$ cat config.mk
export PLATFORM = sky130hd
export DESIGN_NAME = lpif_adapter_top
export DESIGN_NICKNAME = d
export VERILOG_FILES = /design/src/logic/lpif_pkg.sv /design/src/logic/lpif_stream_if.sv /design/src/logic/ll_auto_sync.sv /design/src/logic/ll_lane_concat.sv /design/src/logic/lpif_adapter_top.sv /design/src/logic/lpif_stream_pack.sv
export SDC_FILE = /design/constraint.sdc
export NUM_CORES = 1
export LEC_CHECK = 0
export ABC_CLOCK_PERIOD_IN_PS = 2700
export BUFFER_PORTS_ARGS = -buffer_cell sky130_fd_sc_hd__buf_2
export CORE_AREA = 3 3 222 224
export DETAILED_ROUTE_END_ITERATION = 16
export DIE_AREA = 0 0 225 227
export GPL_TIMING_DRIVEN = 1
export REMOVE_ABC_BUFFERS = 1
export SYNTH_ARGS = -nofsm -noshare
export SYNTH_HDL_FRONTEND = slang
export SYNTH_HIERARCHICAL = 1
export SYNTH_SLANG_ARGS = --single-unit
export TNS_END_PERCENT = 1
$ cat constraint.sdc
create_clock -name clk_wr -period 2.7 [get_ports clk_wr]
set_input_delay 0.27 -clock clk_wr [delete_from_list [all_inputs] [get_ports clk_wr]]
set_output_delay 0.27 -clock clk_wr [all_outputs]
set_load 0.05 [all_outputs]
$ cat src/logic/lpif_pkg.sv
package lpif_pkg;

  ////////////////////////////////////////
  // Lane and stream widths
  ////////////////////////////////////////

  localparam int unsigned lane_width   = 40;
  // Bit 0 is the strobe slot and bit 39 the marker
  localparam int unsigned lane_payload = 38;

  localparam int unsigned data_width   = 64;
  localparam int unsigned bvalid_width = data_width / 8;
  localparam int unsigned bstart_width = 3;

  ////////////////////////////////////////
  // States
  ////////////////////////////////////////

  // LPIF link state as carried on the stream
  typedef enum logic [3:0] {
    reset      = 4'h0,
    active     = 4'h1,
    idle       = 4'h2,
    l1         = 4'h4,
    l2         = 4'h5,
    link_error = 4'ha,
    retrain    = 4'hb
  } lpif_state_e;

  // Auto-sync phase of one online control
  typedef enum logic [1:0] {
    offline  = 2'd0,
    counting = 2'd1,
    online   = 2'd2
  } sync_state_e;

  // One stream beat flattened for the lanes, 82 bits
  typedef struct packed {
    lpif_state_e               state;
    logic [1:0]                protid;
    logic [data_width-1:0]     data;
    logic [bstart_width-1:0]   bstart;
    logic [bvalid_width-1:0]   bvalid;
    logic                      valid;
  } llink_word_t;

endpackage

$ cat src/logic/lpif_stream_if.sv
`timescale 1ns/1ps

interface lpif_stream_if;

  lpif_pkg::lpif_state_e                 state;
  logic [1:0]                            protid;
  logic [lpif_pkg::data_width-1:0]       data;
  logic [lpif_pkg::bstart_width-1:0]     bstart;
  logic [lpif_pkg::bvalid_width-1:0]     bvalid;
  logic                                  valid;

  // Side that produces the beats
  modport src (
    output state, protid, data, bstart, bvalid, valid
  );

  // Side that consumes the beats
  modport snk (
    input  state, protid, data, bstart, bvalid, valid
  );

endinterface

$ cat src/logic/ll_auto_sync.sv
`timescale 1ns/1ps

module ll_auto_sync (
  input  logic       clk_wr,
  input  logic       arst_n,
  input  logic       tx_online,
  input  logic       rx_online,
  input  logic [7:0] delay_x_value,
  input  logic [7:0] delay_xz_value,
  output logic       tx_online_delay,
  output logic       rx_online_delay,
  output logic       strobe_bit,
  output logic       marker_bit
);

  // Index 0 is the tx control, index 1 the rx control
  logic [1:0] online_in;
  logic [1:0] online_out;
  logic [7:0] delay_val [2];

  assign online_in[0] = tx_online;
  assign online_in[1] = rx_online;
  assign delay_val[0] = delay_xz_value;
  assign delay_val[1] = delay_x_value;

  ////////////////////////////////////////
  // Delay FSMs
  ////////////////////////////////////////

  for (genvar ch = 0; ch < 2; ch++) begin : g_chan
    lpif_pkg::sync_state_e state;
    logic [7:0]            cnt;

    always_ff @(posedge clk_wr or negedge arst_n) begin
      if (!arst_n) begin
        state <= lpif_pkg::offline;
        cnt   <= 8'd0;
      end else if (!online_in[ch]) begin
        // Dropping the control takes effect at once
        state <= lpif_pkg::offline;
        cnt   <= 8'd0;
      end else begin
        case (state)
          lpif_pkg::offline: begin
            if (delay_val[ch] == 8'd0) begin
              state <= lpif_pkg::online;
            end else begin
              state <= lpif_pkg::counting;
              cnt   <= delay_val[ch] - 8'd1;
            end
          end
          lpif_pkg::counting: begin
            if (cnt == 8'd0) begin
              state <= lpif_pkg::online;
            end else begin
              cnt <= cnt - 8'd1;
            end
          end
          lpif_pkg::online: state <= lpif_pkg::online;
          default:          state <= lpif_pkg::offline;
        endcase
      end
    end

    assign online_out[ch] = (state == lpif_pkg::online);
  end

  assign tx_online_delay = online_out[0];
  assign rx_online_delay = online_out[1];

  // Strobe and marker only run once tx is up
  assign strobe_bit = online_out[0];
  assign marker_bit = online_out[0];

  // Delayed tx may only come up off a sampled request
  a_tx_rise_needs_online : assert property (
    @(posedge clk_wr) disable iff (!arst_n)
    $rose(tx_online_delay) |-> $past(tx_online)
  );

endmodule

$ cat src/logic/ll_lane_concat.sv
`timescale 1ns/1ps

module ll_lane_concat #(
  parameter int unsigned PHY_LANES = 4
) (
  input  logic                                        clk_wr,
  input  logic                                        arst_n,
  input  lpif_pkg::llink_word_t                       tx_word,
  input  logic                                        tx_online_delay,
  input  logic                                        strobe_bit,
  input  logic                                        marker_bit,
  input  logic [PHY_LANES*lpif_pkg::lane_width-1:0]   rx_phy,
  output logic [PHY_LANES*lpif_pkg::lane_width-1:0]   tx_phy,
  output lpif_pkg::llink_word_t                       rx_word,
  output logic                                        rx_word_ok,
  output logic [31:0]                                 rx_debug_status,
  output logic [31:0]                                 tx_debug_status
);

  localparam int unsigned word_width = $bits(lpif_pkg::llink_word_t);
  localparam int unsigned pad_width  = PHY_LANES * lpif_pkg::lane_payload;
  localparam int unsigned lw         = lpif_pkg::lane_width;
  localparam int unsigned pw         = lpif_pkg::lane_payload;

  logic [pad_width-1:0]              tx_pad;
  logic [pad_width-1:0]              rx_pad;
  logic [PHY_LANES*lw-1:0]           rx_q;
  logic [PHY_LANES-1:0]              rx_marks;
  logic                              mark_mismatch;
  logic [31:0]                       tx_cnt;
  logic [15:0]                       rx_cnt;
  logic [15:0]                       mis_cnt;

  ////////////////////////////////////////
  // Tx lanes
  ////////////////////////////////////////

  // Word zero padded up to the lane payload total
  always_comb begin
    tx_pad                   = '0;
    tx_pad[word_width-1:0]   = tx_word;
  end

  always_ff @(posedge clk_wr or negedge arst_n) begin
    if (!arst_n) begin
      tx_phy <= '0;
    end else if (!tx_online_delay) begin
      tx_phy <= '0;
    end else begin
      for (int i = 0; i < PHY_LANES; i++) begin
        tx_phy[i*lw +: lw] <= {marker_bit, tx_pad[i*pw +: pw], strobe_bit};
      end
    end
  end

  ////////////////////////////////////////
  // Rx lanes
  ////////////////////////////////////////

  always_ff @(posedge clk_wr or negedge arst_n) begin
    if (!arst_n) begin
      rx_q <= '0;
    end else begin
      rx_q <= rx_phy;
    end
  end

  always_comb begin
    for (int i = 0; i < PHY_LANES; i++) begin
      rx_pad[i*pw +: pw] = rx_q[i*lw+1 +: pw];
      rx_marks[i]        = rx_q[i*lw+lw-1];
    end
  end

  assign rx_word       = rx_pad[word_width-1:0];
  // Strobe is checked on lane 0 only
  assign rx_word_ok    = rx_q[0] && (&rx_marks);
  assign mark_mismatch = (|rx_marks) && !(&rx_marks);

  ////////////////////////////////////////
  // Debug counters
  ////////////////////////////////////////

  always_ff @(posedge clk_wr or negedge arst_n) begin
    if (!arst_n) begin
      tx_cnt  <= '0;
      rx_cnt  <= '0;
      mis_cnt <= '0;
    end else begin
      if (tx_online_delay && tx_word.valid) begin
        tx_cnt <= tx_cnt + 32'd1;
      end
      if (rx_word_ok && rx_word.valid) begin
        rx_cnt <= rx_cnt + 16'd1;
      end
      if (mark_mismatch) begin
        mis_cnt <= mis_cnt + 16'd1;
      end
    end
  end

  assign tx_debug_status = tx_cnt;
  assign rx_debug_status = {mis_cnt, rx_cnt};

  // Nothing leaves on the lanes unless the strobe was up the cycle before
  a_tx_quiet_offline : assert property (
    @(posedge clk_wr) disable iff (!arst_n)
    !$past(strobe_bit) |-> (tx_phy == '0)
  );

endmodule

$ cat src/logic/lpif_adapter_top.sv
`timescale 1ns/1ps

module lpif_adapter_top #(
  parameter int unsigned PHY_LANES = 4
) (
  input  logic                                        clk_wr,
  input  logic                                        arst_n,

  // Online controls and delays
  input  logic                                        tx_online,
  input  logic                                        rx_online,
  input  logic [7:0]                                  delay_x_value,
  input  logic [7:0]                                  delay_xz_value,

  // PHY lanes
  output logic [PHY_LANES*lpif_pkg::lane_width-1:0]   tx_phy,
  input  logic [PHY_LANES*lpif_pkg::lane_width-1:0]   rx_phy,

  // Upstream stream
  input  lpif_pkg::lpif_state_e                       ustrm_state,
  input  logic [1:0]                                  ustrm_protid,
  input  logic [lpif_pkg::data_width-1:0]             ustrm_data,
  input  logic [lpif_pkg::bstart_width-1:0]           ustrm_bstart,
  input  logic [lpif_pkg::bvalid_width-1:0]           ustrm_bvalid,
  input  logic                                        ustrm_valid,

  // Downstream stream
  output lpif_pkg::lpif_state_e                       dstrm_state,
  output logic [1:0]                                  dstrm_protid,
  output logic [lpif_pkg::data_width-1:0]             dstrm_data,
  output logic [lpif_pkg::bstart_width-1:0]           dstrm_bstart,
  output logic [lpif_pkg::bvalid_width-1:0]           dstrm_bvalid,
  output logic                                        dstrm_valid,

  output logic [31:0]                                 rx_debug_status,
  output logic [31:0]                                 tx_debug_status
);

  lpif_stream_if ustrm ();
  lpif_stream_if dstrm ();

  lpif_pkg::llink_word_t tx_word;
  lpif_pkg::llink_word_t rx_word;
  logic                  rx_word_ok;
  logic                  tx_online_delay;
  logic                  rx_online_delay;
  logic                  strobe_bit;
  logic                  marker_bit;

  ////////////////////////////////////////
  // Pins to streams
  ////////////////////////////////////////

  assign ustrm.state  = ustrm_state;
  assign ustrm.protid = ustrm_protid;
  assign ustrm.data   = ustrm_data;
  assign ustrm.bstart = ustrm_bstart;
  assign ustrm.bvalid = ustrm_bvalid;
  assign ustrm.valid  = ustrm_valid;

  assign dstrm_state  = dstrm.state;
  assign dstrm_protid = dstrm.protid;
  assign dstrm_data   = dstrm.data;
  assign dstrm_bstart = dstrm.bstart;
  assign dstrm_bvalid = dstrm.bvalid;
  assign dstrm_valid  = dstrm.valid;

  ////////////////////////////////////////
  // Blocks
  ////////////////////////////////////////

  ll_auto_sync i_auto_sync (
    .clk_wr          (clk_wr),
    .arst_n          (arst_n),
    .tx_online       (tx_online),
    .rx_online       (rx_online),
    .delay_x_value   (delay_x_value),
    .delay_xz_value  (delay_xz_value),
    .tx_online_delay (tx_online_delay),
    .rx_online_delay (rx_online_delay),
    .strobe_bit      (strobe_bit),
    .marker_bit      (marker_bit)
  );

  lpif_stream_pack i_stream_pack (
    .clk_wr          (clk_wr),
    .arst_n          (arst_n),
    .ustrm           (ustrm.snk),
    .dstrm           (dstrm.src),
    .tx_word         (tx_word),
    .rx_word         (rx_word),
    .rx_word_ok      (rx_word_ok),
    .rx_online_delay (rx_online_delay)
  );

  ll_lane_concat #(
    .PHY_LANES (PHY_LANES)
  ) i_lane_concat (
    .clk_wr          (clk_wr),
    .arst_n          (arst_n),
    .tx_word         (tx_word),
    .tx_online_delay (tx_online_delay),
    .strobe_bit      (strobe_bit),
    .marker_bit      (marker_bit),
    .rx_phy          (rx_phy),
    .tx_phy          (tx_phy),
    .rx_word         (rx_word),
    .rx_word_ok      (rx_word_ok),
    .rx_debug_status (rx_debug_status),
    .tx_debug_status (tx_debug_status)
  );

endmodule

$ cat src/logic/lpif_stream_pack.sv
`timescale 1ns/1ps

module lpif_stream_pack (
  input  logic                  clk_wr,
  input  logic                  arst_n,
  lpif_stream_if.snk            ustrm,
  lpif_stream_if.src            dstrm,
  output lpif_pkg::llink_word_t tx_word,
  input  lpif_pkg::llink_word_t rx_word,
  input  logic                  rx_word_ok,
  input  logic                  rx_online_delay
);

  logic dstrm_keep;

  ////////////////////////////////////////
  // Upstream packing
  ////////////////////////////////////////

  always_ff @(posedge clk_wr or negedge arst_n) begin
    if (!arst_n) begin
      tx_word <= '0;
    end else begin
      tx_word.state  <= ustrm.state;
      tx_word.protid <= ustrm.protid;
      tx_word.data   <= ustrm.data;
      tx_word.bstart <= ustrm.bstart;
      tx_word.bvalid <= ustrm.bvalid;
      tx_word.valid  <= ustrm.valid;
    end
  end

  ////////////////////////////////////////
  // Downstream unpacking
  ////////////////////////////////////////

  // Needs a clean word from the lanes and rx up
  assign dstrm_keep = rx_word.valid && rx_word_ok && rx_online_delay;

  always_ff @(posedge clk_wr or negedge arst_n) begin
    if (!arst_n) begin
      dstrm.valid <= 1'b0;
      dstrm.state <= lpif_pkg::reset;
    end else begin
      dstrm.valid <= dstrm_keep;
      dstrm.state <= dstrm_keep ? rx_word.state : lpif_pkg::reset;
    end
  end

  // Payload fields follow the word every cycle
  always_ff @(posedge clk_wr) begin
    dstrm.protid <= rx_word.protid;
    dstrm.data   <= rx_word.data;
    dstrm.bstart <= rx_word.bstart;
    dstrm.bvalid <= rx_word.bvalid;
  end

  // Downstream beats only come out while rx is online
  a_dstrm_needs_rx_online : assert property (
    @(posedge clk_wr) disable iff (!arst_n)
    dstrm.valid |-> $past(rx_online_delay)
  );

endmodule

==> results.json, run 1 <==
{
  "cts_tree": "yes",
  "synth.most_common_cell": "dfrtp_1",
  "antenna_found_initial": 2,
  "cts_buffer_depth": 3,
  "hold_path_class": "in -> reg",
  "synth_edf_count": 0,
  "synth.area.top_cells": "dfrtp_1 (59%), dfxtp_1 (11%), buf_4 (8.3%)",
  "grt-ovfl-total": 0,
  "synth_cells": 1060,
  "slew_violations": 0,
  "maxCapViolCount": 0,
  "drive_gt1_share_pct": 32.9,
  "fin_crit_sh_pct": 92.5,
  "synth_top_area_share_pct": 58.8,
  "crit_type": "reg -> reg",
  "tightest_slew_ns": 0.788,
  "rr_startpoint": "i_auto_sync/g_chan[1].state[1]",
  "crit_fanout": 6,
  "min_path_cells": 3,
  "required_ns": 3.13,
  "reg2regPathDepth": 9,
  "fin_crit_ns": 2.50,
  "first_pass_iters": 4,
  "cts_sinks": 419,
  "crit_chain": "inv_1, ha_1, mux2i_1, ha_2, nor4b_1, a31oi_1, or2_1, and3_1, o31a_1",
  "yosysWarningCount": 6,
  "synth_seq_cells": 419,
  "fmax_mhz": 401,
  "cp_slowest_cell": "dfrtp_1",
  "worst_ep_arrival_time_ns": 2.93,
  "worst_setup_path_start_kind": "flip-flop",
  "post-route-drc-count": 0,
  "synth-async-reset-ratio_pct": 81.6,
  "netlist_top_cells_count": "dfrtp_1 (342), buf_4 (161), and2_1 (85)",
  "yosysTopAreaCell": "dfrtp_1",
  "max_slew_margin_pct": 47.0,
  "area_growth_pct": 35.9,
  "cp-end-kind": "flip-flop",
  "critPathMaxStageDelay_ns": 0.41,
  "vias_per_cell": 4.16,
  "avgSynthCellArea_um2": 13.7,
  "ys.flop_type": "dfrtp_1",
  "fin_total_pwr_w": 0.0172,
  "cts_made_buffers": 44,
  "antenna_left": 0,
  "track_usage_pct": 13.9,
  "dp_cells": 1999,
  "final_nets": 1878,
  "rrSetupSlack_ns": 0.20,
  "leakagePower_nw": 9.92,
  "dp_hpwl_mm": 25.7,
  "place_congestion": 0.800,
  "powerDensity_nw_per_um2": 872,
  "critPathTopFamily": "simple AND/OR/NAND/NOR gates",
  "path_buf_inv": 1,
  "status": "finished clean",
  "avgRoutedWirePerCell_um": 16.2,
  "hold_viol_final": 0,
  "coreArea_um2": 47500,
  "ir_drop_v": 0.000524,
  "min_from": "delay_xz_value[6]",
  "portBuffers": 424,
  "initial_core_util_pct": 30.6,
  "wl_mm": 36.6,
  "min_to": "i_auto_sync/g_chan[0].cnt[6]",
  "fin_skew_ns": 0.00980,
  "die_y_um": 227,
  "final_util_pct": 41.6,
  "die_area_um2": 51100,
  "final_cells": 2253,
  "cts_root_buf": "clkbuf_16",
  "num_rows": 80,
  "setup_viol": 0,
  "grt_max_degree": 86,
  "netlist_area_um2": 14500,
  "drt_iter0_markers": 392,
  "synth.distinct_cells": 75,
  "rsz0062_at_grt": "no",
  "insertion_delay_ns": 0.55,
  "pin_count": 568,
  "grt_pass1_wl_mm": 55.8,
  "htreeDepth": 2,
  "worstReg2RegEnd": "i_auto_sync/g_chan[1].cnt[6]",
  "clk_pin_slew_ns": 0.06,
  "crit_cells": 9,
  "grt_pass1_vias": 9787,
  "seq_area_frac_synth_pct": 69.4,
  "die_x_um": 225,
  "vias": 9368,
  "fin_tns_setup_ns": 0
}
==> power by group <==
part           internal (W)  switching, W  leakage [nW]  total, W
combinational       0.00122       0.00274          4.22   0.00396
clock               0.00360       0.00245         0.721   0.00605
sequential          0.00684      0.000382          4.98   0.00722
total                0.0117       0.00557          9.92    0.0172
==> worst register-to-register path, delay by kind of cell (launching register included) <==
family,cells,cell delay (ns)
DFF,1,0.41
buffers and inverters,1,0.10
adders and majority gates,2,0.52
AOI/OAI and AO/OA,2,0.40
muxes,1,0.27
and+or+nand+nor,3,0.68
==> per-stage QoR <==
stage	worst slack, ns	instance area, um2	hold slack, ns
2_1_floorplan	-0.161	13500	-0.0256
3_3_place_gp	0.235	16600	0.287
3_5_place_dp	0.213	16600	0.296
4_1_cts	0.170	19800	0.0171
5_1_grt	0.00928	19800	0.0404
6_report	0.203	19800	0.0588
==> layout make-up <==
class / count / area, um2
diodes: 1 / 2.50
clock buffers: 61 / 1230
clock inverters: 19 / 236
fillers: 4371 / 27800
inverters: 21 / 80.1
multi-input cells: 508 / 3330
flip-flops and latches: 419 / 10100
well taps: 615 / 769
repair buffers: 609 / 4020
==> registers in the layout, summed over array words and instances, names as in the netlist, 4 cells and up <==
signal	cells
i_lane_concat/tx_debug_status	32
i_stream_pack/dstrm.data	64
i_auto_sync/g_chan.state	4
i_stream_pack/tx_word	82
i_stream_pack/dstrm.bvalid	8
i_lane_concat/rx_cnt	16
i_lane_concat/tx_phy	84
i_auto_sync/g_chan.cnt	16
i_lane_concat/mis_cnt	16
i_stream_pack/dstrm.state	4
i_lane_concat/rx_q	87
==> routing by layer <==
layer | up-vias | global-route usage [%] | part of all wire [%] | routed length [um]
li1 | 4373 | - | - | -
met1 | 4618 | 16.8 | 40 | 14700
met2 | 315 | 24.0 | 49 | 18100
met3 | 62 | 4.24 | 8.0 | 2940
met4 | 0 | 4.43 | 2.4 | 893
met5 | - | 0 | 0 | 0
==> cell usage in the layout (no fill, tap or decap), types with 30 or more instances in the layout <==
cell and instances:
buf_2 423, dfrtp_1 342, dlygate4sd3_1 173, and2_1 85
dfxtp_1 77, conb_1 70, clkbuf_16 44, xor2_1 35
nand2_1 34, xnor2_1 30
==> worst max-delay path by stage <==
stage	from	end
global placement	i_auto_sync/g_chan[1].state[1]	i_auto_sync/g_chan[1].cnt[6]
finish	i_auto_sync/g_chan[1].state[1]	i_auto_sync/g_chan[1].cnt[6]
CTS	i_auto_sync/g_chan[1].state[1]	i_auto_sync/g_chan[1].cnt[6]
global route	i_auto_sync/g_chan[1].state[1]	i_auto_sync/g_chan[1].cnt[6]
floorplan	i_auto_sync/g_chan[1].state[1]	i_auto_sync/g_chan[1].cnt[6]
detailed placement	i_auto_sync/g_chan[1].state[1]	i_auto_sync/g_chan[1].cnt[6]
==> cell families after synthesis <==
group | share of synthesized area, %
other cells | 0.0258
simple gates | 12.2
flops | 69.4
buf+inv | 9.51
mux | 1.07
fa+ha+maj | 1.12
xor+xnor | 3.91
compound gates | 2.77
==> repair_timing <==
item / in CTS / in global routing
gates resized for setup: 0 / 1
hold endpoints to repair: 232 / 0
hold buffers: 173 / 0
setup endpoints to repair: 0 / 1
buffers inserted: 0 / 0
No activity file was read; power rests on OpenSTA's default activity.
==> inputs of run 2 (changes only) <==
Settings changed: ABC_AREA set to 1, CORE_AREA 3 3 222 224 to 3 3 219 221, DIE_AREA 0 0 225 227 to 0 0 222 224, HOLD_SLACK_MARGIN set to 0.1.
==> run 2 against run 1 <==
- via count is 13% higher
- maximum frequency up 12%
- worst hold slack improved by 0.092 ns
- clock power up 7.4%
- setup slack better by 0.27 ns
- critical path type unchanged
- synthesized area increased by 3.3%
- clock-buffer cell count grew 6
- final cell count is 15% higher
- critical endpoint unchanged
- die area down 2.6%
- sequential share of layout area shrank 1.8 points
- highest routed layer is now met5
- sequential cell count is the same
- critical path depth is 2 higher
==> results.json, run 2 <==
{
  "setup_viol": 0,
  "synth_seq_cells": 419,
  "fmax_mhz": 449,
  "seq_area_frac_synth_pct": 67.2,
  "worst_ep_arrival_time_ns": 2.70,
  "min_path_cells": 5,
  "rsz0062_at_grt": "no",
  "die_area_um2": 49700,
  "yosysTopAreaCell": "dfrtp_1",
  "fin_crit_sh_pct": 82.5,
  "status": "finished clean",
  "fin_crit_ns": 2.23,
  "postCtsSetupBuffers": 0,
  "avgRoutedWirePerCell_um": 15.1,
  "insertion_delay_ns": 0.56,
  "track_usage_pct": 15.4,
  "cts_made_buffers": 46,
  "synth_cells": 1392,
  "antenna_left": 0,
  "netlist_top_cells_count": "dfrtp_1 (342), nand2_1 (328), inv_1 (176)",
  "fin_skew_ns": 0.0154,
  "clk_pin_slew_ns": 0.06,
  "die_y_um": 224,
  "antenna_found_initial": 9,
  "post-route-drc-count": 0,
  "max_slew_margin_pct": 49.5,
  "leakagePower_nw": 11.1,
  "cts_sinks": 419,
  "finalInstanceArea_um2": 20500,
  "fin_tns_setup_ns": 0,
  "num_rows": 79,
  "cts_resized": 0,
  "max_flop_register": "i_lane_concat/rx_q",
  "cts_tree": "yes",
  "largest_registers": "i_lane_concat/rx_q x87, i_lane_concat/tx_phy x84, i_stream_pack/tx_word x82",
  "area_growth_pct": 36.2,
  "synth.distinct_cells": 34,
  "vias_per_cell": 4.09,
  "first_pass_iters": 5,
  "wl_mm": 39.2,
  "drt_iter0_markers": 494,
  "vias": 10600,
  "initial_core_util_pct": 32.4,
  "grt_pass1_vias": 10900,
  "die_x_um": 222,
  "synth_edf_count": 0,
  "whs_ns": 0.151,
  "worstReg2RegEnd": "i_auto_sync/g_chan[1].cnt[6]",
  "synth.area.top_cells": "dfrtp_1 (57%), dfxtp_1 (10%), nand2_1 (8.2%)",
  "final_cells": 2592,
  "cp-end-kind": "flip-flop",
  "pin_count": 568,
  "cts_buffer_depth": 3,
  "coreArea_um2": 46400,
  "min_from": "delay_x_value[7]",
  "reg2regPathDepth": 11,
  "synth.most_common_cell": "dfrtp_1",
  "avgSynthCellArea_um2": 10.8,
  "yosysWarningCount": 6,
  "slew_violations": 0,
  "ys.flop_type": "dfrtp_1",
  "min_to": "i_auto_sync/g_chan[1].cnt[7]",
  "crit_type": "reg -> reg",
  "required_ns": 3.18,
  "drive_gt1_share_pct": 27.4,
  "htreeDepth": 2,
  "rrSetupSlack_ns": 0.47,
  "portBuffers": 424,
  "final_cell_mix": "buf_2 (423), dfrtp_1 (342), nand2_1 (328)",
  "hold_path_class": "in -> reg",
  "worst_setup_path_start_kind": "flip-flop",
  "powerDensity_nw_per_um2": 861,
  "layout_commonest_cell": "buf_2",
  "crit_fanout": 14,
  "hold_viol_final": 0,
  "netlist_area_um2": 15000,
  "setup_ws_ns": 0.473,
  "place_area_um2": 17100,
  "place_ws_ns": 0.488,
  "tightest_slew_ns": 0.758,
  "cts_root_buf": "clkbuf_16",
  "grt_max_degree": 86,
  "synth-async-reset-ratio_pct": 81.6,
  "largest_register_ffs": 87,
  "synth_top_area_share_pct": 56.9,
  "grt_pass1_wl_mm": 61.1,
  "rr_startpoint": "i_auto_sync/g_chan[1].state[1]",
  "dp_cells": 2332,
  "maxCapViolCount": 0,
  "place_congestion": 0.828,
  "ir_drop_v": 0.000735,
  "dp_hpwl_mm": 27.8,
  "final_nets": 2221,
  "grt-ovfl-total": 0
}
-- run 2: changes by cell type after synthesis, moves of 11 or more --
| cell | previous run | this run |
|---|---|---|
| inv_1 | 19 | 176 |
| o21ai_0 | 3 | 24 |
| and2_1 | 85 | 1 |
| nand3b_1 | 1 | 13 |
| nor3_1 | 23 | 5 |
| a21oi_1 | 16 | 3 |
| nor2_1 | 29 | 89 |
| and4_1 | 11 | 0 |
| and3_1 | 14 | 0 |
| nand3_1 | 23 | 49 |
| nand2_1 | 34 | 328 |
| xnor2_1 | 30 | 13 |
-- run 2: timing repair --
item / CTS / global route
hold endpoints to repair: 248 / 0
hold buffers: 173 / 0
endpoints found under the setup margin: 0 / 0
-- run 2: power breakdown --
part           switching [W]  internal, W
sequential          0.000333      0.00684
clock                0.00252      0.00398
combinational        0.00289      0.00107
total                0.00575       0.0119
-- run 2: stage by stage --
step / util (%) / power [W]
after global routing: 44.2 / 0.0185
after detailed placement: 37.0 / 0.0111
after global placement: 37.0 / 0.0110
after CTS: 44.2 / 0.0179
after floorplan: - / 0.00988
final: 44.2 / 0.0176
-- run 2: routing by layer --
metal	up-vias	GRT usage, %	wire (um)
met5	-	0	49
li1	5101	-	-
met1	5073	20.3	17100
met2	346	25.4	18700
met4	10	4.44	789
met3	63	3.94	2560
-- run 2: worst max path at each step --
stage | start | end | slack (ns)
5_1_grt | i_auto_sync/g_chan[1].state[1] | i_auto_sync/g_chan[1].cnt[6] | 0.23
2_1_floorplan | i_auto_sync/g_chan[0].state[0] | i_lane_concat/tx_debug_status[22] | -0.47
6_report | i_auto_sync/g_chan[1].state[1] | i_auto_sync/g_chan[1].cnt[6] | 0.47
3_3_place_gp | i_auto_sync/g_chan[1].state[1] | i_auto_sync/g_chan[1].cnt[6] | 0.53
4_1_cts | i_auto_sync/g_chan[1].state[1] | i_auto_sync/g_chan[1].cnt[6] | 0.48
3_5_place_dp | i_auto_sync/g_chan[1].state[1] | i_auto_sync/g_chan[1].cnt[6] | 0.49
-- run 2: kinds of logic after synthesis --
family / after synthesis / synth area share [%]
simple gates: 529 / 15.1
flops: 419 / 67.2
compound gates: 38 / 1.36
fa+ha+maj: 13 / 1.08
other cells: 1 / 0.0249
xor+xnor: 40 / 2.33
buf+inv: 352 / 12.9
-- run 2: area by class of cell --
class / instances / area, um2
Inverter: 179 / 672
Sequential cell: 419 / 10100
Tap cell: 607 / 759
Timing Repair Buffer: 610 / 4060
Clock inverter: 18 / 256
Clock buffer: 67 / 1350
Antenna cell: 2 / 5.00
Fill cell: 4285 / 25900
Multi-Input combinational cell: 690 / 3270
-- run 2: worst max-delay path, stage by stage, from the launching register on --
cell	delay, ns
dfrtp_1	0.40
inv_1	0.11
ha_1	0.47
inv_2	0.19
o21ai_2	0.22
ha_1	0.21
nand3_1	0.10
nor2_2	0.15
nand2_1	0.07
nand2_1	0.06
nand3_1	0.07
o21ai_1	0.11
